$ cat src/common/cpu_pkg.sv
package cpu_pkg;

  localparam int WORD_W  = 32;
  localparam int CLASS_W = 4;
  localparam int OP_W    = 4;
  localparam int SPU_W   = 2;

  typedef logic [WORD_W-1:0]  word_t;
  typedef logic [WORD_W-1:0]  ir_t;
  typedef logic [CLASS_W-1:0] ir_class_t;
  typedef logic [OP_W-1:0]    ir_op_t;
  typedef logic [SPU_W-1:0]   sp_upd_t;

  // instruction word fields
  localparam int IR_CLASS_HI = 31;
  localparam int IR_CLASS_LO = 28;
  localparam int IR_OP_HI    = 27;
  localparam int IR_OP_LO    = 24;

  localparam ir_class_t CL_INH   = 4'h0; // inhibited, trap
  localparam ir_class_t CL_PUSH  = 4'h1; // op 0 push, else jsr
  localparam ir_class_t CL_POP   = 4'h2; // op 0 pop, else rts
  localparam ir_class_t CL_LOAD  = 4'h3;
  localparam ir_class_t CL_STORE = 4'h4;

  localparam ir_op_t TRAP_OP = 4'h5; // software exception

  localparam sp_upd_t SP_NONE = 2'h0;
  localparam sp_upd_t SP_INC  = 2'h1; // pop, rts
  localparam sp_upd_t SP_DEC  = 2'h2; // push, jsr, exception

  // one stack slot
  localparam word_t STACK_STEP = 32'h0000_0004;

  localparam word_t RESET_SP   = 32'h0000_0400;
  localparam word_t EXC_VECTOR = 32'h0000_0100;

endpackage

$ cat src/common/retire_if.sv
`timescale 1ns/1ps

interface retire_if;
  import cpu_pkg::*;

  logic    valid;
  word_t   result;
  word_t   pc;
  logic    pc_set; // pc is a redirect target
  sp_upd_t sp_upd;

  modport src (
    output valid, result, pc, pc_set, sp_upd
  );

  modport dst (
    input valid, result, pc, pc_set, sp_upd
  );

endinterface

$ cat src/hdl/writeback_stage.sv
`timescale 1ns/1ps

module writeback_stage #(
  parameter cpu_pkg::word_t RESET_SP = cpu_pkg::RESET_SP
) (
  input  logic           clk_i,
  input  logic           rst_i,
  retire_if.dst          ret,
  output cpu_pkg::word_t sp_o,
  output logic           retire_valid_o,
  output logic           pc_set_o,
  output cpu_pkg::word_t result_o,
  output cpu_pkg::word_t pc_o
);
  import cpu_pkg::*;

  always_ff @(posedge clk_i or posedge rst_i)
  begin
    if (rst_i)
    begin
      sp_o           <= RESET_SP;
      retire_valid_o <= 1'b0;
      pc_set_o       <= 1'b0;
    end
    else
    begin
      retire_valid_o <= ret.valid;
      pc_set_o       <= ret.valid && ret.pc_set;
      if (ret.valid)
      begin
        case (ret.sp_upd)
          SP_INC:  sp_o <= sp_o + STACK_STEP;
          SP_DEC:  sp_o <= sp_o - STACK_STEP;
          default: sp_o <= sp_o;
        endcase
      end
    end
  end

  always_ff @(posedge clk_i)
  begin
    if (ret.valid)
    begin
      result_o <= ret.result;
      pc_o     <= ret.pc;
    end
  end

endmodule

$ cat src/flat_wrapper.sv
// flat-port wrapper written by rule: the top's interface ports become plain ports
module writeback_stage_flat import cpu_pkg::*;
#(
  parameter cpu_pkg::word_t RESET_SP = cpu_pkg::RESET_SP
)
  (clk_i, rst_i, sp_o, retire_valid_o, pc_set_o, result_o, pc_o, ret_valid, ret_result, ret_pc, ret_pc_set, ret_sp_upd);
  retire_if ret_i ();
  input  logic clk_i;
  input  logic rst_i;
  output cpu_pkg::word_t sp_o;
  output logic retire_valid_o;
  output logic pc_set_o;
  output cpu_pkg::word_t result_o;
  output cpu_pkg::word_t pc_o;
  input wire logic [$bits(ret_i.valid)-1:0] ret_valid;
  input wire logic [$bits(ret_i.result)-1:0] ret_result;
  input wire logic [$bits(ret_i.pc)-1:0] ret_pc;
  input wire logic [$bits(ret_i.pc_set)-1:0] ret_pc_set;
  input wire logic [$bits(ret_i.sp_upd)-1:0] ret_sp_upd;
  assign ret_i.valid = ret_valid;
  assign ret_i.result = ret_result;
  assign ret_i.pc = ret_pc;
  assign ret_i.pc_set = ret_pc_set;
  assign ret_i.sp_upd = ret_sp_upd;
  writeback_stage #(.RESET_SP(RESET_SP)) u_core (.clk_i(clk_i), .rst_i(rst_i), .ret(ret_i), .sp_o(sp_o), .retire_valid_o(retire_valid_o), .pc_set_o(pc_set_o), .result_o(result_o), .pc_o(pc_o));
endmodule
$ cat config.mk
export PLATFORM = sky130hd
export DESIGN_NAME = writeback_stage_flat
export DESIGN_NICKNAME = d
export VERILOG_FILES = /design/src/common/cpu_pkg.sv /design/src/common/retire_if.sv /design/src/hdl/writeback_stage.sv /design/src/flat_wrapper.sv
export SDC_FILE = /design/constraint.sdc
export NUM_CORES = 1
export LEC_CHECK = 0
export BUFFER_PORTS_ARGS = -buffer_cell sky130_fd_sc_hd__buf_2
export CAP_MARGIN = 15
export CORE_ASPECT_RATIO = 1.1
export CORE_MARGIN = 8
export CORE_UTILIZATION = 45
export DETAILED_ROUTE_END_ITERATION = 10
export GPL_TIMING_DRIVEN = 0
export MAX_ROUTING_LAYER = met4
export PLACE_DENSITY_LB_ADDON = 0.3
export SYNTH_ARGS = -nofsm -noshare
export SYNTH_HDL_FRONTEND = slang
export SYNTH_SLANG_ARGS = --single-unit
$ cat constraint.sdc
create_clock -name clk_i -period 3.3 [get_ports clk_i]
set_clock_uncertainty 0.05 [all_clocks]
set_input_delay 0.33 -clock clk_i [delete_from_list [all_inputs] [get_ports clk_i]]
set_output_delay 0.33 -clock clk_i [all_outputs]
set_load 0.01 [all_outputs]
Yosys cells after proc, flatten, opt, wreduce, memory -nomap -nowiden
Cells that the tools add are included.

storage, ports and cells
  input bits = 70
  register bits after elaboration = 98
  output and inout port bits = 98

cells by class
  mux-type cells = 1
  reductions and logical operators = 3
  add/subtract/negate cells = 2
  equal/unequal tests = 2

operators with widths
  operator                                                              count
  32-bit one-hot mux with 2 select lines                                1
  32-bit by 3-bit adder with 32-bit output, second input constant       1
  32-bit by 3-bit subtractor with 32-bit output, second input constant  1
  2-bit by 1-bit == test with 1-bit output, second input constant       1
  2-bit == test, second input constant                                  1
  2-bit AND reduction                                                   1
  2-bit nonzero test                                                    1
  1-bit logical AND                                                     1

Longest topological paths before layout
  depth after elaboration = 3
  depth in mapped cells = 17
  mapped depth without buffers = 11

Worst setup path after synthesis
OpenSTA, ideal clock, no wires.

  path kind = input -> register
  from = input port ret_sp_upd[0]
  to = register u_core.sp_o[28]
  library setup time = 144 ps
  buffers on the path = 6
  setup slack = -372 ps
  data arrival time = 3478 ps
  stages = 17
  path through = inv_1 ha_1 buf_2 buf_2 buf_2 buf_2 buf_2 buf_2 xor2_1 ha_1 nor3b_1 o21ai_0 a21boi_1 or3_4 and3b_2 nor4_1 o221ai_1

between the ends
  longest elaborated chain between the ends = 3
  elaborated cells between the ends (all ways) = 5
  those cells by class = eq/ne (2); mux (1); reduce/logical (2)

RTL lines
  item                                                                       RTL line               text
  from (decl)                                                                flat_wrapper.sv:19     input wire logic [$bits(ret_i.sp_upd)-1:0] ret_sp_upd;
  2-bit by 1-bit == test with 1-bit output or 2-bit == test (tied branches)  writeback_stage.sv:31  case (ret.sp_upd)
  2-bit nonzero test (no line)                                               n/a
  2-bit AND reduction (no line)                                              n/a
  to (signal assigned)                                                       writeback_stage.sv:32  SP_INC: sp_o <= sp_o + STACK_STEP;
  to (signal assigned)                                                       writeback_stage.sv:33  SP_DEC: sp_o <= sp_o - STACK_STEP;
  to (signal assigned)                                                       writeback_stage.sv:34  default: sp_o <= sp_o;
  to (decl)                                                                  writeback_stage.sv:9   output cpu_pkg::word_t sp_o,

Several ways; a longest one is shown, not always the timed one.
A chain may end at the register's enable or synchronous reset.

Final worst setup path
  from = input port ret_sp_upd[0]
  to = register u_core.sp_o[20]

The elaborated chain is that of the path after synthesis.

==> reports/qor.csv <==
stage;metric;value;unit
outcome;outcome;finished clean;
sta;clock.fmax;0.321;GHz
floorplanning;start_util;45.4;%
cells_and_area;n_antenna_cell;0;
sta;relSlewSlack;49.8;%
clock_network;clkLatencyLatePin;0.34;ns
synthesis;ys_top_cells_by_count;64 x edfxtp_1, 38 x nand2_1, 36 x o21ai_0, 31 x dfrtp_1, 29 x nor2_1;
power_and_ir_drop;p_sw;1720;uW
global_route;gr-total-overflow;0;
sta;fin_setup_tns;0;ns
global_route;grtUsageTotal;22.1;%
sta;rsz0062_at_grt;false;
placement;gp_congestion;0.920;
synthesis;synth_area;5390;um^2
cells_and_area;layout.nets;770;
clock_network;cts_tree;built;
synthesis;synth-seq-area-share;50.5;%
cells_and_area;fillerInstances;1079;
placement;dp.final_hpwl;13200;um
clock_network;cts_made_buffers;9;
critical_path;r2r_end;u_core.sp_o[20];
global_route;grt_pass1_vias;4752;
critical_path;rrSetupSlack;0.54;ns
flow_run;maxCapViolations;0;
global_route;use_met3;3.95;%
synthesis;synth-seq-cells;96;
power_and_ir_drop;clock_power_share;23.4;%
clock_network;htreeDepth;3;
power_and_ir_drop;sw_frac_of_total;37.6;%
power_and_ir_drop;ir_worst_vdd;0.000302;V
synthesis;synth_edf_count;64;
power_and_ir_drop;p_seq_share;36.0;%
clock_network;cts-root-buf;clkbuf_16;
floorplanning;die_area;15700;um^2
synthesis;netlist_top_cells_area;edfxtp_1 36%, dfrtp_1 14%, xnor2_1 4.2%;
critical_path;critPathLaunchType;input port;
synthesis;synth_top_cell_area_share;35.7;%
route;antenna_left;0;
critical_path;ff2ff_path_depth;9;
power_and_ir_drop;cellLeakagePower;0.00278;uW
cells_and_area;drive_gt1_share;33.8;%
synthesis;yosysTopAreaCell;edfxtp_1;
floorplanning;dieWidth;120;um
synthesis;synth.avg_cell_area;10.5;um^2
global_route;use_met2;36.6;%
global_route;met1_usage;26.7;%
synthesis;synth_most_common_cell;edfxtp_1;
critical_path;arrival;3.29;ns
clock_network;clkTransAtPathRegs;0.07;ns
critical_path;cp_max_fo;19;
critical_path;critPathKind;input port to flip-flop;
floorplanning;die_h;131;um
route;vias;4930;
clock_network;cts.path.max_buffers;2;
clock_network;holdBufCountCts;0;
synthesis;async_reset_ff_share;33.3;%
min_path;worstHoldPathType;input port to asynchronous set/reset pin;
power_and_ir_drop;intPower;2850;uW
cells_and_area;area_delta_synth_final;27.5;%
critical_path;required;3.47;ns
critical_path;reg2reg_from;u_core.sp_o[3];
power_and_ir_drop;p_total;4570;uW
placement;portBuffers;165;
sta;finalHoldViolCount;0;
sta;min_period;3.12;ns
global_route;grt_pass1_wl;26400;um
synthesis;synth_warnings;0;
floorplanning;num_rows;42;
route;drcViolationCount;0;
power_and_ir_drop;power_frac_comb;40.6;%
synthesis;ys_types;71;
global_route;gr-max-usage-layer;met2;
route;first_pass_iters;5;
global_route;antenna_found_initial;0;
critical_path;endpoint_kind;flip-flop;
sta;slew_viol_final;0;
sta;setup_viol;0;
floorplanning;coreArea;11900;um^2
synthesis;synth_ff_type;edfxtp_1;
sta;tightest_slew;0.752;ns
floorplanning;ios;168;
global_route;grt_max_degree;44;
route;drt_iter0_drc;385;
clock_network;numClockSinks;96;
route;viasPerCell;5.76;
sta;post-route-period-util;94.5;%
synthesis;syn_inst;514;
route;wl_per_cell;20.0;um
power_and_ir_drop;powerDensity;664;nW/um^2
route;routed_wl;17100;um
[logic make-up (layout without fill, tap and decap cells)]
| kind of cell | Yosys count | count (layout) | synth area share (%) |
|---|---|---|---|
| multiplexers | 12 | 12 | 2.25 |
| AND/OR/NAND/NOR | 176 | 176 | 18.8 |
| XOR/XNOR | 30 | 30 | 4.87 |
| flip-flops | 96 | 96 | 50.5 |
| other | 1 | 2 | 0.0696 |
| AO/OA/AOI/OAI | 137 | 137 | 17.9 |
| buffers and inverters | 59 | 246 | 4.94 |
| adder cells (fa/ha/maj) | 3 | 3 | 0.696 |
[repair_timing]
action	in CTS	in global routing
resized for setup	6	4
setup endpoints to repair	5	6
pin swaps	2	1
buffers inserted	0	6
[final cells by class]
class | instances | area, um^2 | area share (%)
Clock buffer | 10 | 229 | 3.33
Inverter | 11 | 41.3 | 0.601
Clock inverter | 6 | 76.3 | 1.11
Buffer | 46 | 253 | 3.68
Sequential cell | 96 | 2720 | 39.6
Tap cell | 154 | 193 | 2.80
Timing Repair Buffer | 173 | 918 | 13.4
Multi-Input combinational cell | 360 | 2440 | 35.5
[registers in the layout, indices dropped and copies added (netlist names)]
signal	cells
u_core.pc_o	32
u_core.result_o	32
u_core.sp_o	30
u_core.pc_set_o	1
u_core.retire_valid_o	1
[through the flow]
stage	instances	hold slack, ns	utilization, %	setup slack [ns]	area (um^2)
after global routing	856	0.0958	57.9	0.0428	6870
after CTS	851	0.0941	57.5	0.0129	6830
after floorplan	515	0.311	-	0.000330	5440
after detailed placement	836	0.414	54.8	-0.518	6510
final	856	0.0553	57.9	0.182	6870
after global placement	834	0.409	54.4	-0.514	6460
[cell usage in the layout, fill, tap and decap left out, types with 8 or more instances in the layout]
cell type  instances
clkbuf_16          9
nand3_1           16
buf_2            177
or3_1              8
xnor2_1           26
nor2_1            28
buf_4             10
and2_1             9
mux2i_1           11
inv_1             10
nand2_1           38
a21oi_1           10
dfrtp_1           31
nor3_1            13
o31a_1            13
clkbuf_1          23
edfxtp_1          64
a211oi_1          10
o21ai_0           34
[worst max-delay path by stage]
| stage | from | slack (ns) | cells past startpoint | to |
|---|---|---|---|---|
| 5_1_grt | ret_sp_upd[0] | 0.04 | 16 | u_core.sp_o[28] |
| 3_5_place_dp | ret_sp_upd[0] | -0.52 | 18 | u_core.sp_o[28] |
| 3_3_place_gp | ret_sp_upd[0] | -0.51 | 18 | u_core.sp_o[28] |
| 6_report | ret_sp_upd[0] | 0.18 | 15 | u_core.sp_o[20] |
| 4_1_cts | ret_sp_upd[0] | 0.01 | 17 | u_core.sp_o[28] |
| 2_1_floorplan | ret_sp_upd[0] | 0.0003 | 17 | u_core.sp_o[28] |
[worst max-delay path, stage by stage]
cell       delay [ns]
buf_2            0.10
inv_2            0.05
ha_2             0.20
buf_8            0.18
buf_6            0.17
buf_6            0.17
buf_12           0.16
xor2_1           0.08
ha_2             0.20
and3b_2          0.24
o211ai_1         0.24
o21ai_2          0.12
nor4b_2          0.45
a2111oi_0        0.15
or3_1            0.41
[power by group through the flow]
stage | registers [uW] | logic (uW) | clock network (uW)
2_1_floorplan | 1770 | 1110 | 0
3_3_place_gp | 1660 | 1790 | 0
3_5_place_dp | 1670 | 1830 | 0
4_1_cts | 1650 | 1850 | 1100
5_1_grt | 1680 | 2030 | 1140
6_report | 1650 | 1850 | 1070
[layer usage]
layer  part of all wire, %  vias to the layer above  routed length [um]
met4                   2.5                        0                 429
met5                     0                        -                   0
met1                    40                     2347                6910
li1                      -                     2297                   -
met2                    49                      253                8360
met3                   8.5                       33                1460
(Power assumes the default switching activity.)
