$ cat src/common/cpu_pkg.sv
package cpu_pkg;

  localparam int WORD_W  = 32;
  localparam int CLASS_W = 4;
  localparam int OP_W    = 4;
  localparam int SPU_W   = 2;

  typedef logic [WORD_W-1:0]  word_t;
  typedef logic [WORD_W-1:0]  ir_t;
  typedef logic [CLASS_W-1:0] ir_class_t;
  typedef logic [OP_W-1:0]    ir_op_t;
  typedef logic [SPU_W-1:0]   sp_upd_t;

  // instruction word fields
  localparam int IR_CLASS_HI = 31;
  localparam int IR_CLASS_LO = 28;
  localparam int IR_OP_HI    = 27;
  localparam int IR_OP_LO    = 24;

  localparam ir_class_t CL_INH   = 4'h0; // inhibited, trap
  localparam ir_class_t CL_PUSH  = 4'h1; // op 0 push, else jsr
  localparam ir_class_t CL_POP   = 4'h2; // op 0 pop, else rts
  localparam ir_class_t CL_LOAD  = 4'h3;
  localparam ir_class_t CL_STORE = 4'h4;

  localparam ir_op_t TRAP_OP = 4'h5; // software exception

  localparam sp_upd_t SP_NONE = 2'h0;
  localparam sp_upd_t SP_INC  = 2'h1; // pop, rts
  localparam sp_upd_t SP_DEC  = 2'h2; // push, jsr, exception

  // one stack slot
  localparam word_t STACK_STEP = 32'h0000_0004;

  localparam word_t RESET_SP   = 32'h0000_0400;
  localparam word_t EXC_VECTOR = 32'h0000_0100;

endpackage

$ cat src/common/bus_pkg.sv
package bus_pkg;

  localparam int ADR_W  = 32;
  localparam int DAT_W  = 32;
  localparam int SEL_W  = DAT_W / 8;
  localparam int SIZE_W = 2;

  typedef logic [ADR_W-1:0]  adr_t;
  typedef logic [DAT_W-1:0]  dat_t;
  typedef logic [SEL_W-1:0]  sel_t;
  typedef logic [SIZE_W-1:0] size_t;

  localparam size_t SZ_WORD = 2'h0;
  localparam size_t SZ_HALF = 2'h1;
  localparam size_t SZ_BYTE = 2'h2;

  // big-endian lanes, offset 0 in lane 3
  localparam sel_t SEL_WORD    = 4'hf;
  localparam sel_t SEL_HALF_HI = 4'b1100;
  localparam sel_t SEL_HALF_LO = 4'b0011;
  localparam sel_t SEL_BYTE_0  = 4'b1000;
  localparam sel_t SEL_BYTE_1  = 4'b0100;
  localparam sel_t SEL_BYTE_2  = 4'b0010;
  localparam sel_t SEL_BYTE_3  = 4'b0001;

endpackage

$ cat src/common/wb_if.sv
`timescale 1ns/1ps

interface wb_if;
  import bus_pkg::*;

  logic cyc;
  logic stb;
  logic we;
  adr_t adr;
  sel_t sel;
  dat_t dat_m; // master to slave
  logic ack;
  dat_t dat_s; // slave to master

  modport master (
    output cyc, stb, we, adr, sel, dat_m,
    input  ack, dat_s
  );

  modport slave (
    input  cyc, stb, we, adr, sel, dat_m,
    output ack, dat_s
  );

endinterface

$ cat src/common/retire_if.sv
`timescale 1ns/1ps

interface retire_if;
  import cpu_pkg::*;

  logic    valid;
  word_t   result;
  word_t   pc;
  logic    pc_set; // pc is a redirect target
  sp_upd_t sp_upd;

  modport src (
    output valid, result, pc, pc_set, sp_upd
  );

  modport dst (
    input valid, result, pc, pc_set, sp_upd
  );

endinterface

$ cat src/mem/mem_access.sv
`timescale 1ns/1ps

module mem_access #(
  parameter cpu_pkg::word_t EXC_VECTOR = cpu_pkg::EXC_VECTOR
) (
  input  logic           clk_i,
  input  logic           rst_i,
  input  logic           op_valid_i,
  input  cpu_pkg::ir_t   ir_i,
  input  cpu_pkg::word_t addr_i,
  input  cpu_pkg::word_t store_data_i,
  input  cpu_pkg::word_t pc_i,
  input  cpu_pkg::word_t sp_i,
  input  logic           exc_i,
  output logic           busy_o,
  output bus_pkg::size_t steer_size_o,
  output bus_pkg::adr_t  steer_adr_o,
  input  bus_pkg::sel_t  steer_sel_i,
  input  cpu_pkg::word_t steer_wdata_i,
  input  cpu_pkg::word_t load_data_i,
  wb_if.master           bus,
  retire_if.src          ret
);
  import cpu_pkg::*;
  import bus_pkg::*;

  typedef enum logic [2:0] {
    ST_IDLE,
    ST_LOAD,
    ST_STORE,
    ST_PUSH,
    ST_POP,
    ST_JSR,
    ST_RTS,
    ST_EXC
  } state_t;

  state_t    state;
  state_t    start_state;
  ir_class_t cls;
  ir_op_t    op;
  logic      issue;
  logic      done;
  logic      start_bus;
  logic      start_we;
  adr_t      start_adr;
  sel_t      start_sel;
  word_t     start_dat;
  word_t     start_pc;
  word_t     end_result;
  logic      end_pc_set;
  sp_upd_t   end_sp_upd;

  assign cls   = ir_i[IR_CLASS_HI:IR_CLASS_LO];
  assign op    = ir_i[IR_OP_HI:IR_OP_LO];
  assign issue = op_valid_i && (state == ST_IDLE);
  assign done  = (state != ST_IDLE) && bus.ack;

  assign busy_o       = bus.cyc;
  assign steer_size_o = size_t'(op[1:0]);
  assign steer_adr_o  = addr_i;

  // decode of the issued operation
  always_comb
  begin
    start_state = ST_IDLE;
    start_bus   = 1'b0;
    start_we    = 1'b0;
    start_adr   = sp_i - STACK_STEP; // predecrement for stack writes
    start_sel   = SEL_WORD;
    start_dat   = store_data_i;
    start_pc    = pc_i;
    if (exc_i)
    begin
      start_state = ST_EXC;
      start_bus   = 1'b1;
      start_we    = 1'b1;
      start_dat   = pc_i - STACK_STEP; // retry interrupted instruction
      start_pc    = EXC_VECTOR;
    end
    else
    begin
      case (cls)
        CL_INH:
          if (op == TRAP_OP)
          begin
            start_state = ST_EXC;
            start_bus   = 1'b1;
            start_we    = 1'b1;
            start_dat   = pc_i;
            start_pc    = EXC_VECTOR;
          end
        CL_LOAD, CL_STORE:
        begin
          start_state = (cls == CL_LOAD) ? ST_LOAD : ST_STORE;
          start_bus   = 1'b1;
          start_we    = (cls == CL_STORE);
          start_adr   = addr_i;
          start_sel   = steer_sel_i;
          start_dat   = steer_wdata_i;
        end
        CL_PUSH:
        begin
          start_bus = 1'b1;
          start_we  = 1'b1;
          if (op == '0)
            start_state = ST_PUSH;
          else
          begin
            start_state = ST_JSR;
            start_dat   = pc_i; // return address
            start_pc    = addr_i;
          end
        end
        CL_POP:
        begin
          start_state = (op == '0) ? ST_POP : ST_RTS;
          start_bus   = 1'b1;
          start_adr   = sp_i;
        end
        default:
        begin
        end
      endcase
    end
  end

  // retire record at the end of the bus cycle
  always_comb
  begin
    end_result = '0;
    end_pc_set = 1'b0;
    end_sp_upd = SP_NONE;
    case (state)
      ST_LOAD:
        end_result = load_data_i;
      ST_PUSH:
        end_sp_upd = SP_DEC;
      ST_POP:
      begin
        end_result = bus.dat_s;
        end_sp_upd = SP_INC;
      end
      ST_JSR, ST_EXC:
      begin
        end_pc_set = 1'b1;
        end_sp_upd = SP_DEC;
      end
      ST_RTS:
      begin
        end_pc_set = 1'b1;
        end_sp_upd = SP_INC;
      end
      default:
      begin
      end
    endcase
  end

  always_ff @(posedge clk_i or posedge rst_i)
  begin
    if (rst_i)
    begin
      state      <= ST_IDLE;
      bus.cyc    <= 1'b0;
      bus.stb    <= 1'b0;
      bus.we     <= 1'b0;
      ret.valid  <= 1'b0;
      ret.pc_set <= 1'b0;
      ret.sp_upd <= SP_NONE;
    end
    else
    begin
      bus.stb    <= 1'b0; // first cycle only
      ret.valid  <= 1'b0;
      ret.pc_set <= 1'b0;
      ret.sp_upd <= SP_NONE;
      if (issue)
      begin
        if (start_bus)
        begin
          state   <= start_state;
          bus.cyc <= 1'b1;
          bus.stb <= 1'b1;
          bus.we  <= start_we;
        end
        else
          ret.valid <= 1'b1; // no-op retires at once
      end
      else if (done)
      begin
        state      <= ST_IDLE;
        bus.cyc    <= 1'b0;
        bus.we     <= 1'b0;
        ret.valid  <= 1'b1;
        ret.pc_set <= end_pc_set;
        ret.sp_upd <= end_sp_upd;
      end
    end
  end

  always_ff @(posedge clk_i)
  begin
    if (issue)
    begin
      bus.adr    <= start_adr;
      bus.sel    <= start_sel;
      bus.dat_m  <= start_dat;
      ret.result <= '0;
      ret.pc     <= start_pc;
    end
    else if (done)
    begin
      ret.result <= end_result;
      if (state == ST_RTS)
        ret.pc <= bus.dat_s; // popped return address
    end
  end

  a_no_issue_busy: assert property (@(posedge clk_i) disable iff (rst_i)
    op_valid_i |-> !busy_o);

  a_stb_single: assert property (@(posedge clk_i) disable iff (rst_i)
    bus.stb |-> bus.cyc ##1 !bus.stb);

  a_cyc_after_ack: assert property (@(posedge clk_i) disable iff (rst_i)
    $fell(bus.cyc) |-> $past(bus.ack));

endmodule

$ cat src/flat_wrapper.sv
// flat-port wrapper written by rule: the top's interface ports become plain ports
module mem_access_flat import cpu_pkg::*; import bus_pkg::*;
#(
  parameter cpu_pkg::word_t EXC_VECTOR = cpu_pkg::EXC_VECTOR
)
  (clk_i, rst_i, op_valid_i, ir_i, addr_i, store_data_i, pc_i, sp_i, exc_i, busy_o, steer_size_o, steer_adr_o, steer_sel_i, steer_wdata_i, load_data_i, bus_cyc, bus_stb, bus_we, bus_adr, bus_sel, bus_dat_m, bus_ack, bus_dat_s, ret_valid, ret_result, ret_pc, ret_pc_set, ret_sp_upd);
  wb_if bus_i ();
  retire_if ret_i ();
  input  logic clk_i;
  input  logic rst_i;
  input  logic op_valid_i;
  input  cpu_pkg::ir_t ir_i;
  input  cpu_pkg::word_t addr_i;
  input  cpu_pkg::word_t store_data_i;
  input  cpu_pkg::word_t pc_i;
  input  cpu_pkg::word_t sp_i;
  input  logic exc_i;
  output logic busy_o;
  output bus_pkg::size_t steer_size_o;
  output bus_pkg::adr_t steer_adr_o;
  input  bus_pkg::sel_t steer_sel_i;
  input  cpu_pkg::word_t steer_wdata_i;
  input  cpu_pkg::word_t load_data_i;
  output wire logic [$bits(bus_i.cyc)-1:0] bus_cyc;
  output wire logic [$bits(bus_i.stb)-1:0] bus_stb;
  output wire logic [$bits(bus_i.we)-1:0] bus_we;
  output wire logic [$bits(bus_i.adr)-1:0] bus_adr;
  output wire logic [$bits(bus_i.sel)-1:0] bus_sel;
  output wire logic [$bits(bus_i.dat_m)-1:0] bus_dat_m;
  input wire logic [$bits(bus_i.ack)-1:0] bus_ack;
  input wire logic [$bits(bus_i.dat_s)-1:0] bus_dat_s;
  output wire logic [$bits(ret_i.valid)-1:0] ret_valid;
  output wire logic [$bits(ret_i.result)-1:0] ret_result;
  output wire logic [$bits(ret_i.pc)-1:0] ret_pc;
  output wire logic [$bits(ret_i.pc_set)-1:0] ret_pc_set;
  output wire logic [$bits(ret_i.sp_upd)-1:0] ret_sp_upd;
  assign bus_cyc = bus_i.cyc;
  assign bus_stb = bus_i.stb;
  assign bus_we = bus_i.we;
  assign bus_adr = bus_i.adr;
  assign bus_sel = bus_i.sel;
  assign bus_dat_m = bus_i.dat_m;
  assign bus_i.ack = bus_ack;
  assign bus_i.dat_s = bus_dat_s;
  assign ret_valid = ret_i.valid;
  assign ret_result = ret_i.result;
  assign ret_pc = ret_i.pc;
  assign ret_pc_set = ret_i.pc_set;
  assign ret_sp_upd = ret_i.sp_upd;
  mem_access #(.EXC_VECTOR(EXC_VECTOR)) u_core (.clk_i(clk_i), .rst_i(rst_i), .op_valid_i(op_valid_i), .ir_i(ir_i), .addr_i(addr_i), .store_data_i(store_data_i), .pc_i(pc_i), .sp_i(sp_i), .exc_i(exc_i), .busy_o(busy_o), .steer_size_o(steer_size_o), .steer_adr_o(steer_adr_o), .steer_sel_i(steer_sel_i), .steer_wdata_i(steer_wdata_i), .load_data_i(load_data_i), .bus(bus_i), .ret(ret_i));
endmodule
$ cat config.mk
export PLATFORM = sky130hd
export DESIGN_NAME = mem_access_flat
export DESIGN_NICKNAME = d
export VERILOG_FILES = /design/src/common/cpu_pkg.sv /design/src/common/bus_pkg.sv /design/src/common/wb_if.sv /design/src/common/retire_if.sv /design/src/mem/mem_access.sv /design/src/flat_wrapper.sv
export SDC_FILE = /design/constraint.sdc
export NUM_CORES = 1
export LEC_CHECK = 0
export ABC_AREA = 1
export BUFFER_PORTS_ARGS = -buffer_cell sky130_fd_sc_hd__buf_2
export CORE_ASPECT_RATIO = 0.5
export CORE_MARGIN = 10
export CORE_UTILIZATION = 45
export CTS_BUF_LIST = sky130_fd_sc_hd__clkbuf_8
export DETAILED_ROUTE_END_ITERATION = 8
export GPL_ROUTABILITY_DRIVEN = 1
export GPL_TIMING_DRIVEN = 0
export PLACE_DENSITY = 0.83
export REMOVE_ABC_BUFFERS = 1
export SETUP_SLACK_MARGIN = 0.05
export SLEW_MARGIN = 20
export SYNTH_ARGS = -nofsm -noshare
export SYNTH_HDL_FRONTEND = slang
export SYNTH_SLANG_ARGS = --single-unit
export TNS_END_PERCENT = 5
$ cat constraint.sdc
create_clock -name clk_i -period 3.1 [get_ports clk_i]
set_input_delay 0.31 -clock clk_i [delete_from_list [all_inputs] [get_ports clk_i]]
set_output_delay 0.31 -clock clk_i [all_outputs]
set_load 0.02 [all_outputs]
Yosys cells after proc, flatten, opt, wreduce, memory -nomap -nowiden
Cells that the tools add are included.
- add/subtract/negate cells: 2
- equality and inequality tests: 12
- muxes and demuxes: 44
- bitwise gates (word level): 1
- reductions and logical operators: 16
- operator list (kind ; count):
    $mux 32 ; 10
    $pmux 32 s2 ; 3
    $pmux 32 s3 ; 1
    $sub 32x3->32 const B ; 2
    $mux 3 ; 6
    $mux 1 ; 16
    $eq 3x3->1 const B ; 4
    $pmux 3 s4 ; 1
    $eq 4x2->1 const B ; 2
    $eq 4x3->1 const B ; 2
    $logic_not 4->1 ; 2
    $mux 2 ; 4
    $reduce_or 2->1 ; 3
    $reduce_or 3->1 ; 2
    $eq 4x1->1 const B ; 1
    $pmux 2 s2 ; 1
    $reduce_and 2->1 ; 2
    $reduce_bool 2->1 ; 2
    $reduce_or 4->1 ; 1
    $eq 3x1->1 const B ; 1
    $eq 3x2->1 const B ; 1
    $logic_not 3->1 ; 1
    $pmux 1 s3 ; 1
    $reduce_bool 3->1 ; 1
    other kinds (4) ; 5
- register bits: 142
- input bits: 265
- output and inout port bits: 174
- word-level logic and storage cells: 87

Logic depth before layout (Yosys ltp)
- word-level depth: 6
- gate-level depth with buffers: 10
- mapped depth without buffers: 10

Least setup slack after synthesis
No wires, ideal clock.
- kind: register to register
- from: register u_core.state[0]
- to: register u_core.bus.we
- library setup time: 133 ps
- arrival: 2767 ps
- required time: 2967 ps
- slack: 199 ps
- cell stages (with the launch flop): 8
- path buffers: 1
- period minus slack after synthesis: 2901 ps
- cells stage by stage: dfrtp_1 > buf_2 > nor2_4 > nand3_2 > inv_1 > nand2_1 > nand3_1 > o21ai_0
- cells in the longest elaborated chain, start to end: 4
- elaborated cells on any way between the ends: 8
- those cells by class: 1 x eq/ne; 1 x mux; 6 x reduce/logical
- ends and longest elaborated chain (what ; line ; RTL):
    start, declared ; mem_access.sv:38 ; state_t state;
    start signal, assigned ; mem_access.sv:182 ; state <= start_state;
    $logic_not 3->1 (*) ; mem_access.sv:56 ; assign issue = op_valid_i && (state == ST_IDLE);
    $logic_and 1x1->1 (*) ; mem_access.sv:56 ;
    via u_core.issue ; mem_access.sv:42 ; logic issue;
    $ne 2x2->1 (no line) / $reduce_bool 2->1 (equally long branches) ; -- ;
    $reduce_and 2->1 (no line) ; -- ;
    end signal, assigned ; mem_access.sv:185 ; bus.we <= start_we;
    end, declared ; wb_if.sv:16 ; output cyc, stb, we, adr, sel, dat_m,
Mark *: on every way through the listed nets, which the timed path passes. The rest lies on a longest branch.
A chain may end at the register's enable or synchronous reset.

Worst setup path in the final report
- from: register u_core.state[0]
- to: register u_core.ret.pc[8], data pin
- cells in the longest elaborated chain, start to end: 3
- ends and longest elaborated chain (what ; line ; RTL):
    $logic_not 3->1 ; mem_access.sv:56 ;
    $logic_and 1x1->1 ; mem_access.sv:56 ;
    $mux 32 ; mem_access.sv:204 ; if (issue)
    end signal, assigned ; mem_access.sv:210 ; ret.pc <= start_pc;
    end signal, assigned ; mem_access.sv:216 ; ret.pc <= bus.dat_s;
    end, declared ; retire_if.sv:13 ; output valid, result, pc, pc_set, sp_upd
Every way passes these cells.

==> flow_summary.toml <==
[outcome]
outcome = "complete, no violations"

[timing]
fin_crit_ns = 3.012
maxSlewViolCount = 0
worst_pin_slew_ns = 1.068
final_hold_viol_count = 0
rsz0062_at_grt = "yes"
relSlewSlack_pct = 28.62
fin_setup_tns_ns = 0
timing.final.ws_setup_ns = 0.08843
fin_crit_sh_pct = 97.15
finalClockSkew_ns = 0.01106
setup_viol = 0
fmax_ghz = 0.3321

[worst_setup_path]
rrSetupSlack_ns = 0.09
cp_slowest_stage_delay_ns = 0.75
worstPathRequired_ns = 3.34
cp_max_fo = 37
r2r_cells = 5
cp-start-kind = "register"
crit_path_start = "u_core.state[0]$_DFFE_PP0P_"
crit_arrival_ns = 3.25
crit_chain = "nor2_4 -> nand3_4 -> nor2_4 -> nand3_2 -> o21a_1"
crit_top_cell = "nor2_4"
crit_path_end_kind = "register"
r2r-end = "u_core.ret.pc[8]$_DFFE_PP_"
rr_startpoint = "u_core.state[0]$_DFFE_PP0P_"
critPathSlowestCell = "nor2_4"
critPathKind = "register to register"
crit_end = "u_core.ret.pc[8]$_DFFE_PP_"

[floorplan]
ios = 439
die_x_microns = 231.1
core-area_sq_um = 21780
dieArea_sq_um = 29020
initial_utilization_pct = 46.06
die_y_microns = 125.6
num_rows = 38

[synth]
synth_edf_count = 100
ys.flop_type = "edfxtp_1"
synth-seq-cells = 142
synth_cells = 1475
synth_async_sr_flop_share_pct = 7.042
synth_area_sq_um = 10030
ys.warnings.count = 0
synth_area_per_cell_sq_um = 6.801
seq_area_frac_synth_pct = 38.82
synth_cell_types = 35

[placement]
placedCellCount = 2082
io_buffer_count = 414
pre_cts_ws_ns = -0.8026
place.gp.congestion = 0.9741
hpwl_mm = 34.22
dpl_cell_area_sq_um = 11930

[route]
drc = 0
routedWlPerCell_microns = 21.34
drtIter0Drc = 1936
vias = 12014
routed_wl_mm = 45.37
first_pass_iters = 6
vias_per_cell = 5.651
antenna_left = 0

[layout]
nNetsFinal = 2074
final_common_cell = "nand2_1"
drive_above_1_share_pct = 26.48
area_delta_synth_final_pct = 23.81
final_cell_mix = "431 x nand2_1, 414 x buf_2, 200 x nand3_1"
final_area_sq_um = 12420
final_cells = 2126

[clocking]
clk_pin_slew_ns = 0.09
clk_latency_ns = 0.48
tritoncts = "built"
clock_tree.root_cell = "clkbuf_8"
clock_path_buffers = 2
numCtsBuffers = 17
cts_sinks = 142
cts_max_level = 4

[global_route]
grt_usage_pct = 29.63
antenna_found_initial = 6
grt_pass1_wl_mm = 66.95
grt_pass1_vias = 11309
grt_max_degree = 55
grt_overflow = 0

[power_and_ir_drop]
p_per_area_nw_per_um2 = 672.3
vdd_drop_max_mv = 0.5064
power.leakage_nw = 5.967

[min_path]
hold_path_class = "primary input to register"

[flow_run]
drv_cap = 0
[power by group]
group	internal [mW]	total, mW	switching, mW	leakage (nW)
combinational	0.993	3.63	2.64	4.44
sequential	2.77	3.14	0.372	1.32
clock	0.779	1.57	0.796	0.200
[area by class of cell]
class / count / area [sq um]
fill: 2165 / 9356
multi-input combinational: 1076 / 5005
sequential: 142 / 3899
timing repair buffer: 418 / 2150
inverter: 149 / 565.5
tap: 300 / 375.4
clock buffer: 17 / 234.0
clock inverter: 15 / 153.9
timing repair inverter: 3 / 22.52
antenna: 6 / 15.01
[worst max-delay path: cells and delay by family (launching register included)]
kind,cells,cell delay [ns]
and+or+nand+nor,4,1.93
DFF,1,0.68
AOI/OAI and AO/OA,1,0.14
[repair_timing]
| item | 4_1_cts | 5_1_grt |
|---|---|---|
| endpoints found under the hold margin | 10 | 0 |
| gates cloned | 3 | 2 |
| gates resized for setup | 5 | 6 |
| buffers inserted | 0 | 0 |
| setup endpoints to repair | 178 | 75 |
| pin swaps | 2 | 1 |
| hold buffers | 1 | 0 |
[sequential cells by signal (all words and copies together), names as in the netlist]
| name | cells |
|---|---|
| u_core.ret.valid | 1 |
| u_core.ret.result | 32 |
| u_core.ret.pc_set | 1 |
| u_core.bus.cyc | 1 |
| u_core.ret.pc | 32 |
| u_core.ret.sp_upd | 2 |
| u_core.bus.we | 1 |
| u_core.bus.adr | 32 |
| u_core.bus.sel | 4 |
| u_core.bus.dat_m | 32 |
| u_core.bus.stb | 1 |
| u_core.state | 3 |
[cell usage after synthesis (all sizes together) (7+ instances only)]
master | instances | area (sq um)
a31oi | 32 | 200.2
dfrtp | 10 | 250.2
nor3 | 7 | 35.03
nor2 | 154 | 621.8
xor2 | 12 | 105.1
buf | 87 | 568.0
dfxtp | 32 | 640.6
inv | 148 | 555.5
clkbuf | 23 | 86.33
nand2 | 441 | 1678
a21oi | 44 | 220.2
o22ai | 35 | 219.0
o21ai | 108 | 540.5
nand4 | 18 | 112.6
nand3 | 204 | 1036
edfxtp | 100 | 3003
[kinds of logic after synthesis]
logic type	after synthesis	synth area share, %
compound gates	230	12.64
xor+xnor	14	1.222
fa+ha+maj	2	0.2494
buf+inv	259	12.10
flops	142	38.82
simple gates	828	34.98
[how the worst min path moves through the flow]
stage          slack [ns]                               to            from  cells after the start
5_1_grt              0.08  u_core.bus.sel[3]$_SDFFCE_PP1P_  steer_sel_i[3]                      2
2_1_floorplan        0.15       u_core.bus.cyc$_DFFE_PP0P_           rst_i                      1
4_1_cts              0.07   u_core.ret.sp_upd[1]$_DFF_PP0_         bus_ack                      3
3_3_place_gp         0.30      u_core.ret.pc_set$_DFF_PP0_           rst_i                      2
3_5_place_dp         0.30      u_core.ret.pc_set$_DFF_PP0_           rst_i                      2
6_report              0.1  u_core.bus.sel[3]$_SDFFCE_PP1P_  steer_sel_i[3]                      2
[through the flow]
stage,hold WS [ns],util [%],power (mW)
CTS,0.06895,56.79,8.202
floorplan,0.1502,-,5.080
detailed placement,0.2966,54.78,6.574
global placement,0.2982,54.30,6.507
global route,0.08280,57.02,8.731
finish,0.09685,57.03,8.349
[metal layers]
metal | wire length [microns] | vias up | GRT usage (%) | share of wire [%]
li1 | - | 5549 | - | -
met1 | 16720 | 5436 | 36.01 | 37
met4 | 1955 | 2 | 12.73 | 4.3
met3 | 5630 | 157 | 8.533 | 12
met2 | 21050 | 870 | 48.32 | 46
met5 | 11 | - | 0 | 0.024
No activity file was read; power rests on OpenSTA's default activity.
