$ cat config.mk
export PLATFORM = sky130hd
export DESIGN_NAME = lane_steer
export DESIGN_NICKNAME = d
export VERILOG_FILES = /design/src/common/cpu_pkg.sv /design/src/common/bus_pkg.sv /design/src/mem/lane_steer.sv
export SDC_FILE = /design/constraint.sdc
export NUM_CORES = 1
export LEC_CHECK = 0
export ABC_CLOCK_PERIOD_IN_PS = 2000
export BUFFER_PORTS_ARGS = -buffer_cell sky130_fd_sc_hd__buf_2
export CORE_MARGIN = 3
export CORE_UTILIZATION = 29
export DETAILED_ROUTE_END_ITERATION = 10
export PLACE_DENSITY = 0.81
export SLEW_MARGIN = 20
export SYNTH_ARGS = -nofsm -noshare
export SYNTH_HDL_FRONTEND = slang
export SYNTH_SLANG_ARGS = --single-unit
$ cat constraint.sdc
create_clock -name vclk -period 2
set_clock_uncertainty 0.2 [all_clocks]
set_input_delay 0.4 -clock vclk [all_inputs]
set_output_delay 0.4 -clock vclk [all_outputs]
set_load 0.01 [all_outputs]
$ cat src/common/cpu_pkg.sv
package cpu_pkg;

  localparam int WORD_W  = 32;
  localparam int CLASS_W = 4;
  localparam int OP_W    = 4;
  localparam int SPU_W   = 2;

  typedef logic [WORD_W-1:0]  word_t;
  typedef logic [WORD_W-1:0]  ir_t;
  typedef logic [CLASS_W-1:0] ir_class_t;
  typedef logic [OP_W-1:0]    ir_op_t;
  typedef logic [SPU_W-1:0]   sp_upd_t;

  // instruction word fields
  localparam int IR_CLASS_HI = 31;
  localparam int IR_CLASS_LO = 28;
  localparam int IR_OP_HI    = 27;
  localparam int IR_OP_LO    = 24;

  localparam ir_class_t CL_INH   = 4'h0; // inhibited, trap
  localparam ir_class_t CL_PUSH  = 4'h1; // op 0 push, else jsr
  localparam ir_class_t CL_POP   = 4'h2; // op 0 pop, else rts
  localparam ir_class_t CL_LOAD  = 4'h3;
  localparam ir_class_t CL_STORE = 4'h4;

  localparam ir_op_t TRAP_OP = 4'h5; // software exception

  localparam sp_upd_t SP_NONE = 2'h0;
  localparam sp_upd_t SP_INC  = 2'h1; // pop, rts
  localparam sp_upd_t SP_DEC  = 2'h2; // push, jsr, exception

  // one stack slot
  localparam word_t STACK_STEP = 32'h0000_0004;

  localparam word_t RESET_SP   = 32'h0000_0400;
  localparam word_t EXC_VECTOR = 32'h0000_0100;

endpackage

$ cat src/common/bus_pkg.sv
package bus_pkg;

  localparam int ADR_W  = 32;
  localparam int DAT_W  = 32;
  localparam int SEL_W  = DAT_W / 8;
  localparam int SIZE_W = 2;

  typedef logic [ADR_W-1:0]  adr_t;
  typedef logic [DAT_W-1:0]  dat_t;
  typedef logic [SEL_W-1:0]  sel_t;
  typedef logic [SIZE_W-1:0] size_t;

  localparam size_t SZ_WORD = 2'h0;
  localparam size_t SZ_HALF = 2'h1;
  localparam size_t SZ_BYTE = 2'h2;

  // big-endian lanes, offset 0 in lane 3
  localparam sel_t SEL_WORD    = 4'hf;
  localparam sel_t SEL_HALF_HI = 4'b1100;
  localparam sel_t SEL_HALF_LO = 4'b0011;
  localparam sel_t SEL_BYTE_0  = 4'b1000;
  localparam sel_t SEL_BYTE_1  = 4'b0100;
  localparam sel_t SEL_BYTE_2  = 4'b0010;
  localparam sel_t SEL_BYTE_3  = 4'b0001;

endpackage

$ cat src/mem/lane_steer.sv
`timescale 1ns/1ps

module lane_steer (
  input  bus_pkg::size_t size_i,
  input  bus_pkg::adr_t  adr_i,
  input  cpu_pkg::word_t wdata_i,
  output bus_pkg::sel_t  sel_o,
  output cpu_pkg::word_t wdata_o,
  input  bus_pkg::sel_t  rsel_i,
  input  cpu_pkg::word_t rdata_i,
  output cpu_pkg::word_t rdata_o
);
  import cpu_pkg::*;
  import bus_pkg::*;

  // select and store data placement
  always_comb
  begin
    case (size_i)
      SZ_HALF:
      begin
        sel_o   = adr_i[1] ? SEL_HALF_LO : SEL_HALF_HI;
        wdata_o = {2{wdata_i[15:0]}};
      end
      SZ_BYTE:
      begin
        sel_o   = SEL_BYTE_0 >> adr_i[1:0]; // lane 3 - offset
        wdata_o = {4{wdata_i[7:0]}};
      end
      default:
      begin
        sel_o   = SEL_WORD;
        wdata_o = wdata_i;
      end
    endcase
  end

  // load extraction follows the select on the bus
  always_comb
  begin
    case (rsel_i)
      SEL_HALF_HI: rdata_o = {16'h0, rdata_i[31:16]};
      SEL_HALF_LO: rdata_o = {16'h0, rdata_i[15:0]};
      SEL_BYTE_0:  rdata_o = {24'h0, rdata_i[31:24]};
      SEL_BYTE_1:  rdata_o = {24'h0, rdata_i[23:16]};
      SEL_BYTE_2:  rdata_o = {24'h0, rdata_i[15:8]};
      SEL_BYTE_3:  rdata_o = {24'h0, rdata_i[7:0]};
      default:     rdata_o = rdata_i;
    endcase
  end

endmodule

# ---- After elaboration in Yosys (flattened, before gate mapping)
# Index checks and enable logic that the tools add are counted.
dict set report op_classes {
  n_mul 0
  eq_ne 8
  muxes 4
  shifts 1
  addsub 0
  bitwise 0
  reduce_logical 0
  div 0
  magnitude_cmp 0
}
# operator n
set op_table {}
lappend op_table {{$pmux 32 s6} 1}
lappend op_table {{$pmux 32 s2} 1}
lappend op_table {{$eq 4x2->1 const B} 2}
lappend op_table {{$eq 4x4->1 const B} 2}
lappend op_table {{$pmux 4 s2} 1}
lappend op_table {{$eq 4x1->1 const B} 1}
lappend op_table {{$eq 4x3->1 const B} 1}
lappend op_table {{$mux 4} 1}
lappend op_table {{$shr 4x2->4 const A} 1}
lappend op_table {{$eq 2x1->1 const B} 1}
lappend op_table {{$eq 2x2->1 const B} 1}
dict set report word_totals {
  latchBits 0
  mem_bits_ro 0
  elab_cells 13
  ramBits 0
  mem_count 0
  in_bits 102
  ff_bits 0
}

# ---- Depth between registers and ports, before layout
# Gate-level depths: netlist of run 1.
dict set report depth {
  ltp_word 2
  mapped_depth 6
}

# ---- Least setup slack after synthesis of run 1
# No wires, ideal clock.
dict set report synth_timing {
  path_type {input to output}
  from {input size_i[0]}
  to {output wdata_o[10]}
  slack_ns -0.137
  arrival_ns 1.537
  cell_stages 6
  path_cell_list {inv_1 -> ha_1 -> clkbuf_1 -> or2_2 -> clkbuf_1 -> a22o_1}
}
dict set report synth_via {
  elab_chain_len 2
  elab_cells_between_ends 3
  cone_classes {eq/ne: 2; mux: 1}
}
# element line_no
set synth_rtl {}
lappend synth_rtl {{from (decl)} lane_steer.sv:4} ;# input bus_pkg::size_t size_i,
lappend synth_rtl {{$eq 2x2->1 / $eq 2x1->1 (equally long branches)} lane_steer.sv:19} ;# case (size_i)
lappend synth_rtl {{$pmux 32 s2 (*)} lane_steer.sv:19}
lappend synth_rtl {{to (decl)} lane_steer.sv:8} ;# output cpu_pkg::word_t wdata_o,
# Every way passes the cells marked *; elsewhere a longest branch is shown, timed or not.

# ---- Final worst setup path of run 1
dict set report layout_timing {
  from {input rsel_i[1]}
  to {output rdata_o[7]}
}
dict set report layout_via {
  elab_chain_len 2
  elab_cells_between_ends 7
  cone_classes {eq/ne: 6; mux: 1}
}
# element line_no
set layout_rtl {}
lappend layout_rtl {{from (decl)} lane_steer.sv:9} ;# input bus_pkg::sel_t rsel_i,
lappend layout_rtl {{$eq 4x1->1 (tied with other cells)} lane_steer.sv:41} ;# case (rsel_i)
lappend layout_rtl {{$pmux 32 s6 (*)} lane_steer.sv:41}
lappend layout_rtl {{to (decl)} lane_steer.sv:11} ;# output cpu_pkg::word_t rdata_o
# Marked as above.

==> results.sh, run 1 <==
export IMPL_core_area_um2=3826
export IMPL_fin_crit_ns=2.061
export IMPL_cp_required_ns=1.40
export IMPL_max_slew_worst_pin_slew_ns=0.4239
export IMPL_max_cap_violations=0
export IMPL_cp_startpoint="rsel_i[1]"
export IMPL_critical_path_cell_chain="buf_6 -> buf_4 -> nor4bb_1 -> a211oi_2 -> o2bb2ai_2 -> buf_2"
export IMPL_vias=1971
export IMPL_min_path_cells=2
export IMPL_critPathSlowestCell="nor4bb_1"
export IMPL_layout_nets=429
export IMPL_synth_area_leaders="and2_1, a22oi_1, o2bb2ai_1"
export IMPL_antenna_found_initial=0
export IMPL_grt_pass1_wl_mm=8.797
export IMPL_grt_max_degree=37
export IMPL_first_pass_iters=4
export IMPL_hold_slack_ns=0.8339
export IMPL_max_stage_delay_ns=0.41
export IMPL_hold_violations=0
export IMPL_n_sequential_cell=0
export IMPL_cp_arrival_ns=1.46
export IMPL_io_pins=170
export IMPL_grt_pass1_vias=1862
export IMPL_syn_nets=288
export IMPL_die_area_um2=4960
export IMPL_wl_per_cell_um=15.96
export IMPL_fp_dieW_um=70.43
export IMPL_gr_usage_all_layers_pct=20.73
export IMPL_path_depth=6
export IMPL_hp_class="input pin to output pin"
export IMPL_synth_top_area_share_pct=11.43
export IMPL_regArea_um2=0
export IMPL_synth_cell_types=33
export IMPL_drc=0
export IMPL_row_count=22
export IMPL_fmax_ghz=0.4852
export IMPL_fin_crit_sh_pct=103.1
export IMPL_powerDensity_nw_per_um2=290.9
export IMPL_violations="negative setup slack"
export IMPL_final_common_cell="buf_2"
export IMPL_yosysSeqAreaShare_pct=0
export IMPL_crit_buf_inv=3
export IMPL_worst_path_max_fanout=10
export IMPL_slew_viol_final=0
export IMPL_clkbuf_count=0
export IMPL_area_growth_pct=94.28
export IMPL_drtIter0Drc=123
export IMPL_fin_cells=371
export IMPL_layout_setup_ws_ns=-0.06104
export IMPL_avgSynthCellArea_um2=6.542
export IMPL_io_buffer_count=140
export IMPL_finalSetupViolations=3
export IMPL_leakagePower_uw=0.001209
export IMPL_fp_dieH_um=70.43
export IMPL_ant_nets=0
export IMPL_tns_ns=-0.1208
export IMPL_peakVddDrop_v=0.0001671
export IMPL_drive_gt1_share_pct=61.61
export IMPL_gp_congestion=0.8432
export IMPL_cp_top_family="buffers and inverters"
export IMPL_relSlewSlack_pct=71.36
export IMPL_critPathCaptureType="output pin"
export IMPL_cp_start_kind="input pin"
export IMPL_rsz0062_at_grt="true"
export IMPL_yosysWarnings=0
export IMPL_overflow=0
export IMPL_drt_wl_total_mm=5.922
export IMPL_diodes=0
export IMPL_dp_cells=369
export IMPL_status="complete, but fails checks"
export IMPL_final_cell_mix="buf_2, nand2_1, and2_1"
export IMPL_cts_hold_buf=0
export IMPL_synthCells=184
export IMPL_initial_core_util_pct=31.46
export IMPL_hp_start="wdata_i[4]"
export IMPL_viasPerCell=5.313
export IMPL_crit_type="input pin to output pin"
export IMPL_hpwl_mm=4.346
export IMPL_synthesis_area_um2=1204
export IMPL_yosysTopAreaCell="and2_1"
## synth_stat cells (3+ instances only)
library cell / instances
and2_1: 22
nand2_1: 25
buf_4: 10
and3b_1: 5
o21bai_1: 4
o21ai_0: 18
o2bb2ai_1: 13
clkbuf_1: 9
nor4bb_1: 6
a21oi_1: 4
a22oi_1: 16
buf_2: 5
inv_1: 5
a22o_1: 8
a211oi_1: 6
or2_2: 3
## power breakdown
| part | switching [uW] | total, uW | internal, uW |
|---|---|---|---|
| registers | 0 | 0 | 0 |
| logic | 336 | 680 | 344 |
| clock network | 0 | 0 | 0 |
## layout make-up
type               instances  area (um^2)
inverters                  5        21.27
fillers                  367         1488
multi-input cells        150         1197
well taps                 48        60.06
repair buffers           168         1060
## kinds of logic after synthesis
family	count (synthesis)	share of synthesized area [%]
XOR/XNOR	1	0.7278
adder cells (fa/ha/maj)	2	2.079
AND/OR/NAND/NOR	70	35.34
buffers and inverters	34	15.59
AO/OA/AOI/OAI	77	46.26
## metrics by stage
stage	worst slack (ns)	power (uW)	utilization [%]	instance area, um^2
after floorplan	0.04229	318.5	-	1239
after global placement	-0.1697	573.0	53.07	2031
after detailed placement	-0.2128	585.6	53.07	2031
after CTS	0.01116	612.3	55.33	2117
after global routing	-0.1283	738.8	61.12	2338
final	-0.06104	680.2	61.12	2338
## what timing repair did
action / 4_1_cts / 5_1_grt
cloned: 0 / 2
buffers inserted: 0 / 0
setup endpoints to repair: 50 / 56
pin swaps: 5 / 14
gates resized for setup: 21 / 36
## per-layer routing
| layer | GRT usage [%] | vias to the layer above | wire length [um] |
|---|---|---|---|
| met1 | 27.57 | 904 | 2381 |
| met5 | 0 | - | 0 |
| met2 | 36.49 | 95 | 3063 |
| li1 | - | 960 | - |
| met4 | 4.255 | 0 | 122 |
| met3 | 1.151 | 12 | 354 |
## final timing paths
path	end
worst max-delay path	rdata_o[7]
worst min-delay path	wdata_o[4]
(Power assumes the default switching activity.)
==> inputs of run 2 (changes only) <==
- ABC_AREA: not set -> 1
- PLACE_DENSITY: 0.81 -> 0.8
- REMOVE_ABC_BUFFERS: not set -> 1
==> run 2 against run 1 <==
Effect of this change: the run still ends with negative setup slack left; fmax up 2.8%; via count is 3.9% higher; non-clock buffer count fell by 8; final cell count is 18% higher; critical path depth is 1 higher; sequential share of layout area did not move; sequential cell count stayed put; synthesized cell count is 35% higher; first-iteration DRC count shrank 42%; final area shrank 8.9%; count of clock-buffer cells in the layout stayed put; wire length is 15% lower.
==> results.sh, run 2 <==
export IMPL_placed_cell_area_um2=1979
export IMPL_synth_compound_area_share_pct=5.744
export IMPL_synthMuxAreaShare_pct=0
export IMPL_n_sequential_cell=0
export IMPL_power_internal_uw=273.8
export IMPL_worst_path_max_fanout=5
export IMPL_synth_top_family_by_area="simple AND/OR/NAND/NOR gates"
export IMPL_cp_start_kind="input pin"
export IMPL_clkbuf_count=0
export IMPL_crit_type="input pin to output pin"
export IMPL_max_slew_worst_pin_slew_ns=0.2336
export IMPL_synthXorXnorAreaFrac_pct=0
export IMPL_relSlewSlack_pct=84.26
export IMPL_critPathSlowestCell="ha_4"
export IMPL_synth_top_cells_by_count="nand2_1, nand3_1, inv_1, nor2_1, buf_4"
export IMPL_fin_crit_sh_pct=100.3
export IMPL_row_count=22
export IMPL_io_pins=170
export IMPL_cp_startpoint="size_i[1]"
export IMPL_drive_gt1_share_pct=49.49
export IMPL_synth_simple_area_share_pct=69.44
export IMPL_gr_usage_all_layers_pct=18.86
export IMPL_max_cap_violations=0
export IMPL_yosysWarnings=0
export IMPL_antenna_found_initial=0
export IMPL_synth_top_area_share_pct=27.38
export IMPL_hp_start="wdata_i[5]"
export IMPL_viasPerCell=4.674
export IMPL_comb_power_share_pct=100.0
export IMPL_first_pass_iters=4
export IMPL_final_cell_mix="buf_2, nand2_1, nand3_1"
export IMPL_switchingPower_uw=334.6
export IMPL_design_area_um2=2131
export IMPL_overflow=0
export IMPL_diodes=0
export IMPL_n_fill_cell=357
export IMPL_dp_cells=434
export IMPL_hpwl_mm=4.164
export IMPL_violations="negative setup slack"
export IMPL_min_path_cells=2
export IMPL_synth_fa_ha_area_share_pct=2.051
export IMPL_initial_core_util_pct=31.66
export IMPL_drc=0
export IMPL_leakagePower_uw=0.001364
export IMPL_wl_per_cell_um=11.43
export IMPL_synth_most_common_cell="nand2_1"
export IMPL_core_area_um2=3854
export IMPL_max_stage_delay_ns=0.32
export IMPL_p_sw_share_pct=55.00
export IMPL_area_growth_pct=74.67
export IMPL_yosysSeqAreaShare_pct=0
export IMPL_synthesis_area_um2=1220
export IMPL_rsz0062_at_grt="true"
export IMPL_vias=2047
export IMPL_status="complete, but fails checks"
export IMPL_hold_slack_ns=0.8105
export IMPL_cp_required_ns=1.40
export IMPL_hp_class="input pin to output pin"
export IMPL_avgSynthCellArea_um2=4.919
export IMPL_seqPwrFrac_pct=0
export IMPL_slew_viol_final=0
export IMPL_gp_congestion=0.8805
export IMPL_yosysTopAreaCell="nand2_1"
export IMPL_layout_nets=496
export IMPL_synth_cell_types=20
export IMPL_finalSetupViolations=1
export IMPL_drtIter0Drc=71
export IMPL_hold_violations=0
export IMPL_critical_path_cell_chain="buf_6 -> ha_4 -> clkinvlp_4 -> buf_6 -> nand3_4 -> nand3_2 -> buf_6"
export IMPL_grt_max_degree=25
export IMPL_peakVddDrop_v=0.0001707
export IMPL_critPathCaptureType="output pin"
export IMPL_final_common_cell="buf_2"
export IMPL_power_frac_clock_pct=0
export IMPL_fmax_ghz=0.4986
export IMPL_grt_pass1_wl_mm=8.314
export IMPL_die_area_um2=5021
export IMPL_drt_wl_total_mm=5.008
export IMPL_io_buffer_count=140
export IMPL_regArea_um2=0
export IMPL_powerDensity_nw_per_um2=285.5
export IMPL_fp_dieH_um=70.86
export IMPL_fp_dieW_um=70.86
export IMPL_cpMostUsedCell="buf_6"
export IMPL_cp_arrival_ns=1.41
export IMPL_synth_area_leaders="nand2_1, nand3_1, inv_1"
export IMPL_ant_nets=0
export IMPL_fin_crit_ns=2.005
export IMPL_p_total_uw=608.3
export IMPL_grt_pass1_vias=1978
export IMPL_layout_setup_ws_ns=-0.005460
export IMPL_synthCells=248
export IMPL_fin_cells=438
run 2: cell count changes after synthesis, moves of 10 or more:
| cell | before | now |
|---|---|---|
| nand3_1 | 0 | 42 |
| o2bb2ai_1 | 13 | 0 |
| a22oi_1 | 16 | 0 |
| o21ai_0 | 18 | 8 |
| inv_1 | 5 | 30 |
| and2_1 | 22 | 0 |
| nor2_1 | 1 | 24 |
| nand2_1 | 25 | 89 |
run 2: cell type report:
type / count / area [um^2] / share of cell area [%]
inverter: 33 / 128.9 / 6.048
multi-input combinational: 196 / 1011 / 47.45
timing repair buffer: 160 / 923.4 / 43.34
tap: 48 / 60.06 / 2.819
timing repair inverter: 1 / 7.507 / 0.3523
run 2: worst paths after layout:
check                endpoint  slack, ns
hold / removal     wdata_o[5]       0.81
setup / recovery  wdata_o[15]     -0.005
run 2: per-layer routing:
layer	share of wire [%]	vias up	GRT usage [%]
met5	0	-	0
met4	1.4	0	4.593
met3	13	6	4.261
met2	48	120	35.43
met1	38	860	21.30
li1	-	1061	-
run 2: per-stage QoR:
step           util, %  setup slack, ns  setup TNS (ns)
3_5_place_dp     51.36          -0.1474          -2.277
2_1_floorplan        -          -0.2260          -4.430
4_1_cts          54.09         0.001505               0
3_3_place_gp     51.36          -0.1133          -1.835
6_report         55.29        -0.005460       -0.005460
5_1_grt          55.29         -0.05253         -0.2539
run 2: critical path: cells and delay by family:
kind                       cells  cell delay, ns
buffers and inverters          4            0.54
adders and majority gates      1            0.32
and+or+nand+nor                2            0.14
run 2: what timing repair did:
action,in CTS,in global routing
setup buffers,2,1
gates resized for setup,19,12
cloned,1,0
hold buffers,0,0
endpoints found under the setup margin,28,26
pin swaps,2,4
run 2: power by group through the flow:
| stage | Clock [uW] | Sequential (uW) | Combinational, uW |
|---|---|---|---|
| final | 0 | 0 | 608 |
| after floorplan | 0 | 0 | 257 |
| after detailed placement | 0 | 0 | 557 |
| after CTS | 0 | 0 | 598 |
| after global placement | 0 | 0 | 553 |
| after global routing | 0 | 0 | 672 |
run 2: cells by family after synthesis:
group | after synthesis
simple gates | 182
fa+ha+maj | 2
compound gates | 12
buf+inv | 52
==> inputs of run 3 (changes only) <==
- ABC_CLOCK_PERIOD_IN_PS: 2000 -> 2100
- CORE_ASPECT_RATIO: not set -> 1.25
- CORE_UTILIZATION: 29 -> 32
- PLACE_DENSITY: 0.8 -> 0.84
- clock period: 2 -> 2.1 ns (I/O delays scaled with it)
==> run 3 against run 2 <==
Effect of this change: first-iteration DRC count rose by 66%; sequential share of layout area unchanged; setup slack gained 0.061 ns; total power down 13%; the run now ends clean; critical path depth grew 2; highest routed layer unchanged.
==> results.sh, run 3 (synthesis gave the netlist of run 2 again) <==
export IMPL_critPathSlowestCell="ha_1"
export IMPL_viasPerCell=4.777
export IMPL_final_cell_mix="buf_2, nand2_1, nand3_1"
export IMPL_critPathCaptureType="output pin"
export IMPL_peakVddDrop_v=0.0001183
export IMPL_finalSetupViolations=0
export IMPL_drtIter0Drc=118
export IMPL_fin_crit_ns=2.044
export IMPL_slew_viol_final=0
export IMPL_design_area_um2=1964
export IMPL_max_stage_delay_ns=0.21
export IMPL_worst_path_max_fanout=8
export IMPL_rsz0062_at_grt="false"
export IMPL_grt_pass1_vias=1621
export IMPL_fin_crit_sh_pct=97.33
export IMPL_hold_violations=0
export IMPL_drc=0
export IMPL_fp_dieH_um=75.03
export IMPL_status="completed"
export IMPL_row_count=24
export IMPL_layout_nets=489
export IMPL_leakagePower_uw=0.001305
export IMPL_drt_wl_total_mm=4.499
export IMPL_relSlewSlack_pct=83.18
export IMPL_critical_path_cell_chain="buf_2 -> buf_4 -> ha_1 -> inv_1 -> nor2_2 -> buf_4 -> nand2_1 -> o211ai_1 -> buf_2"
export IMPL_crit_type="input pin to output pin"
export IMPL_gr_usage_all_layers_pct=17.10
export IMPL_hpwl_mm=3.881
export IMPL_final_common_cell="buf_2"
export IMPL_grt_max_degree=25
export IMPL_drive_gt1_share_pct=46.21
export IMPL_cp_top_family="buffers and inverters"
export IMPL_vias=2016
export IMPL_initial_core_util_pct=34.14
export IMPL_final_util_pct=54.97
export IMPL_area_growth_pct=61.03
export IMPL_max_cap_violations=0
export IMPL_clkbuf_count=0
export IMPL_powerDensity_nw_per_um2=269.2
export IMPL_first_pass_iters=4
export IMPL_placed_cell_area_um2=1946
export IMPL_tns_ns=0
export IMPL_hp_class="input pin to output pin"
export IMPL_overflow=0
export IMPL_max_slew_worst_pin_slew_ns=0.2522
export IMPL_fmax_ghz=0.4892
export IMPL_antenna_found_initial=0
export IMPL_io_buffer_count=140
export IMPL_crit_buf_inv=5
export IMPL_fp_dieW_um=61.23
export IMPL_die_area_um2=4594
export IMPL_cp_arrival_ns=1.42
export IMPL_regArea_um2=0
export IMPL_gp_congestion=0.8453
export IMPL_hold_slack_ns=0.8425
export IMPL_core_area_um2=3573
export IMPL_cp_required_ns=1.48
export IMPL_ant_nets=0
export IMPL_n_sequential_cell=0
export IMPL_wl_per_cell_um=10.66
export IMPL_grt_pass1_wl_mm=6.472
export IMPL_cp_start_kind="input pin"
export IMPL_io_pins=170
export IMPL_diodes=0
-- run 3: what timing repair did --
item,in CTS,in global routing
hold buffers,0,0
buffers inserted,0,0
endpoints found under the setup margin,1,23
cloned,0,0
gates resized for setup,2,3
-- run 3: report_power, final --
part / internal (uW) / switching [uW] / leakage [uW]
Sequential: 0 / 0 / 0
Combinational: 233 / 296 / 0.00130
Clock: 0 / 0 / 0
-- run 3: routing by layer --
| metal | vias to the layer above | global-route usage (%) | wire length, um |
|---|---|---|---|
| met4 | 0 | 0.9639 | 16 |
| li1 | 1043 | - | - |
| met2 | 126 | 34.59 | 2267 |
| met5 | - | 0 | 0 |
| met3 | 2 | 1.887 | 563 |
| met1 | 845 | 19.29 | 1651 |
-- run 3: area by class of cell --
cell class,count,area (um^2)
well taps,39,48.80
multi-input cells,196,954.7
fillers,367,1609
repair buffers,154,834.6
inverters,33,126.4
-- run 3: worst paths after layout --
path	start	end	cells past startpoint	slack (ns)
min	wdata_i[4]	wdata_o[4]	2	0.84
max	size_i[0]	wdata_o[13]	9	0.06
-- run 3: stage by stage --
stage / setup WS, ns / total power, uW / cells
final: 0.05597 / 528.8 / 422
after floorplan: -0.1660 / 245.0 / 229
after CTS: 0.007127 / 525.9 / 422
after detailed placement: 0.002322 / 521.7 / 422
after global routing: 0.001640 / 587.1 / 422
after global placement: 0.02218 / 515.1 / 422
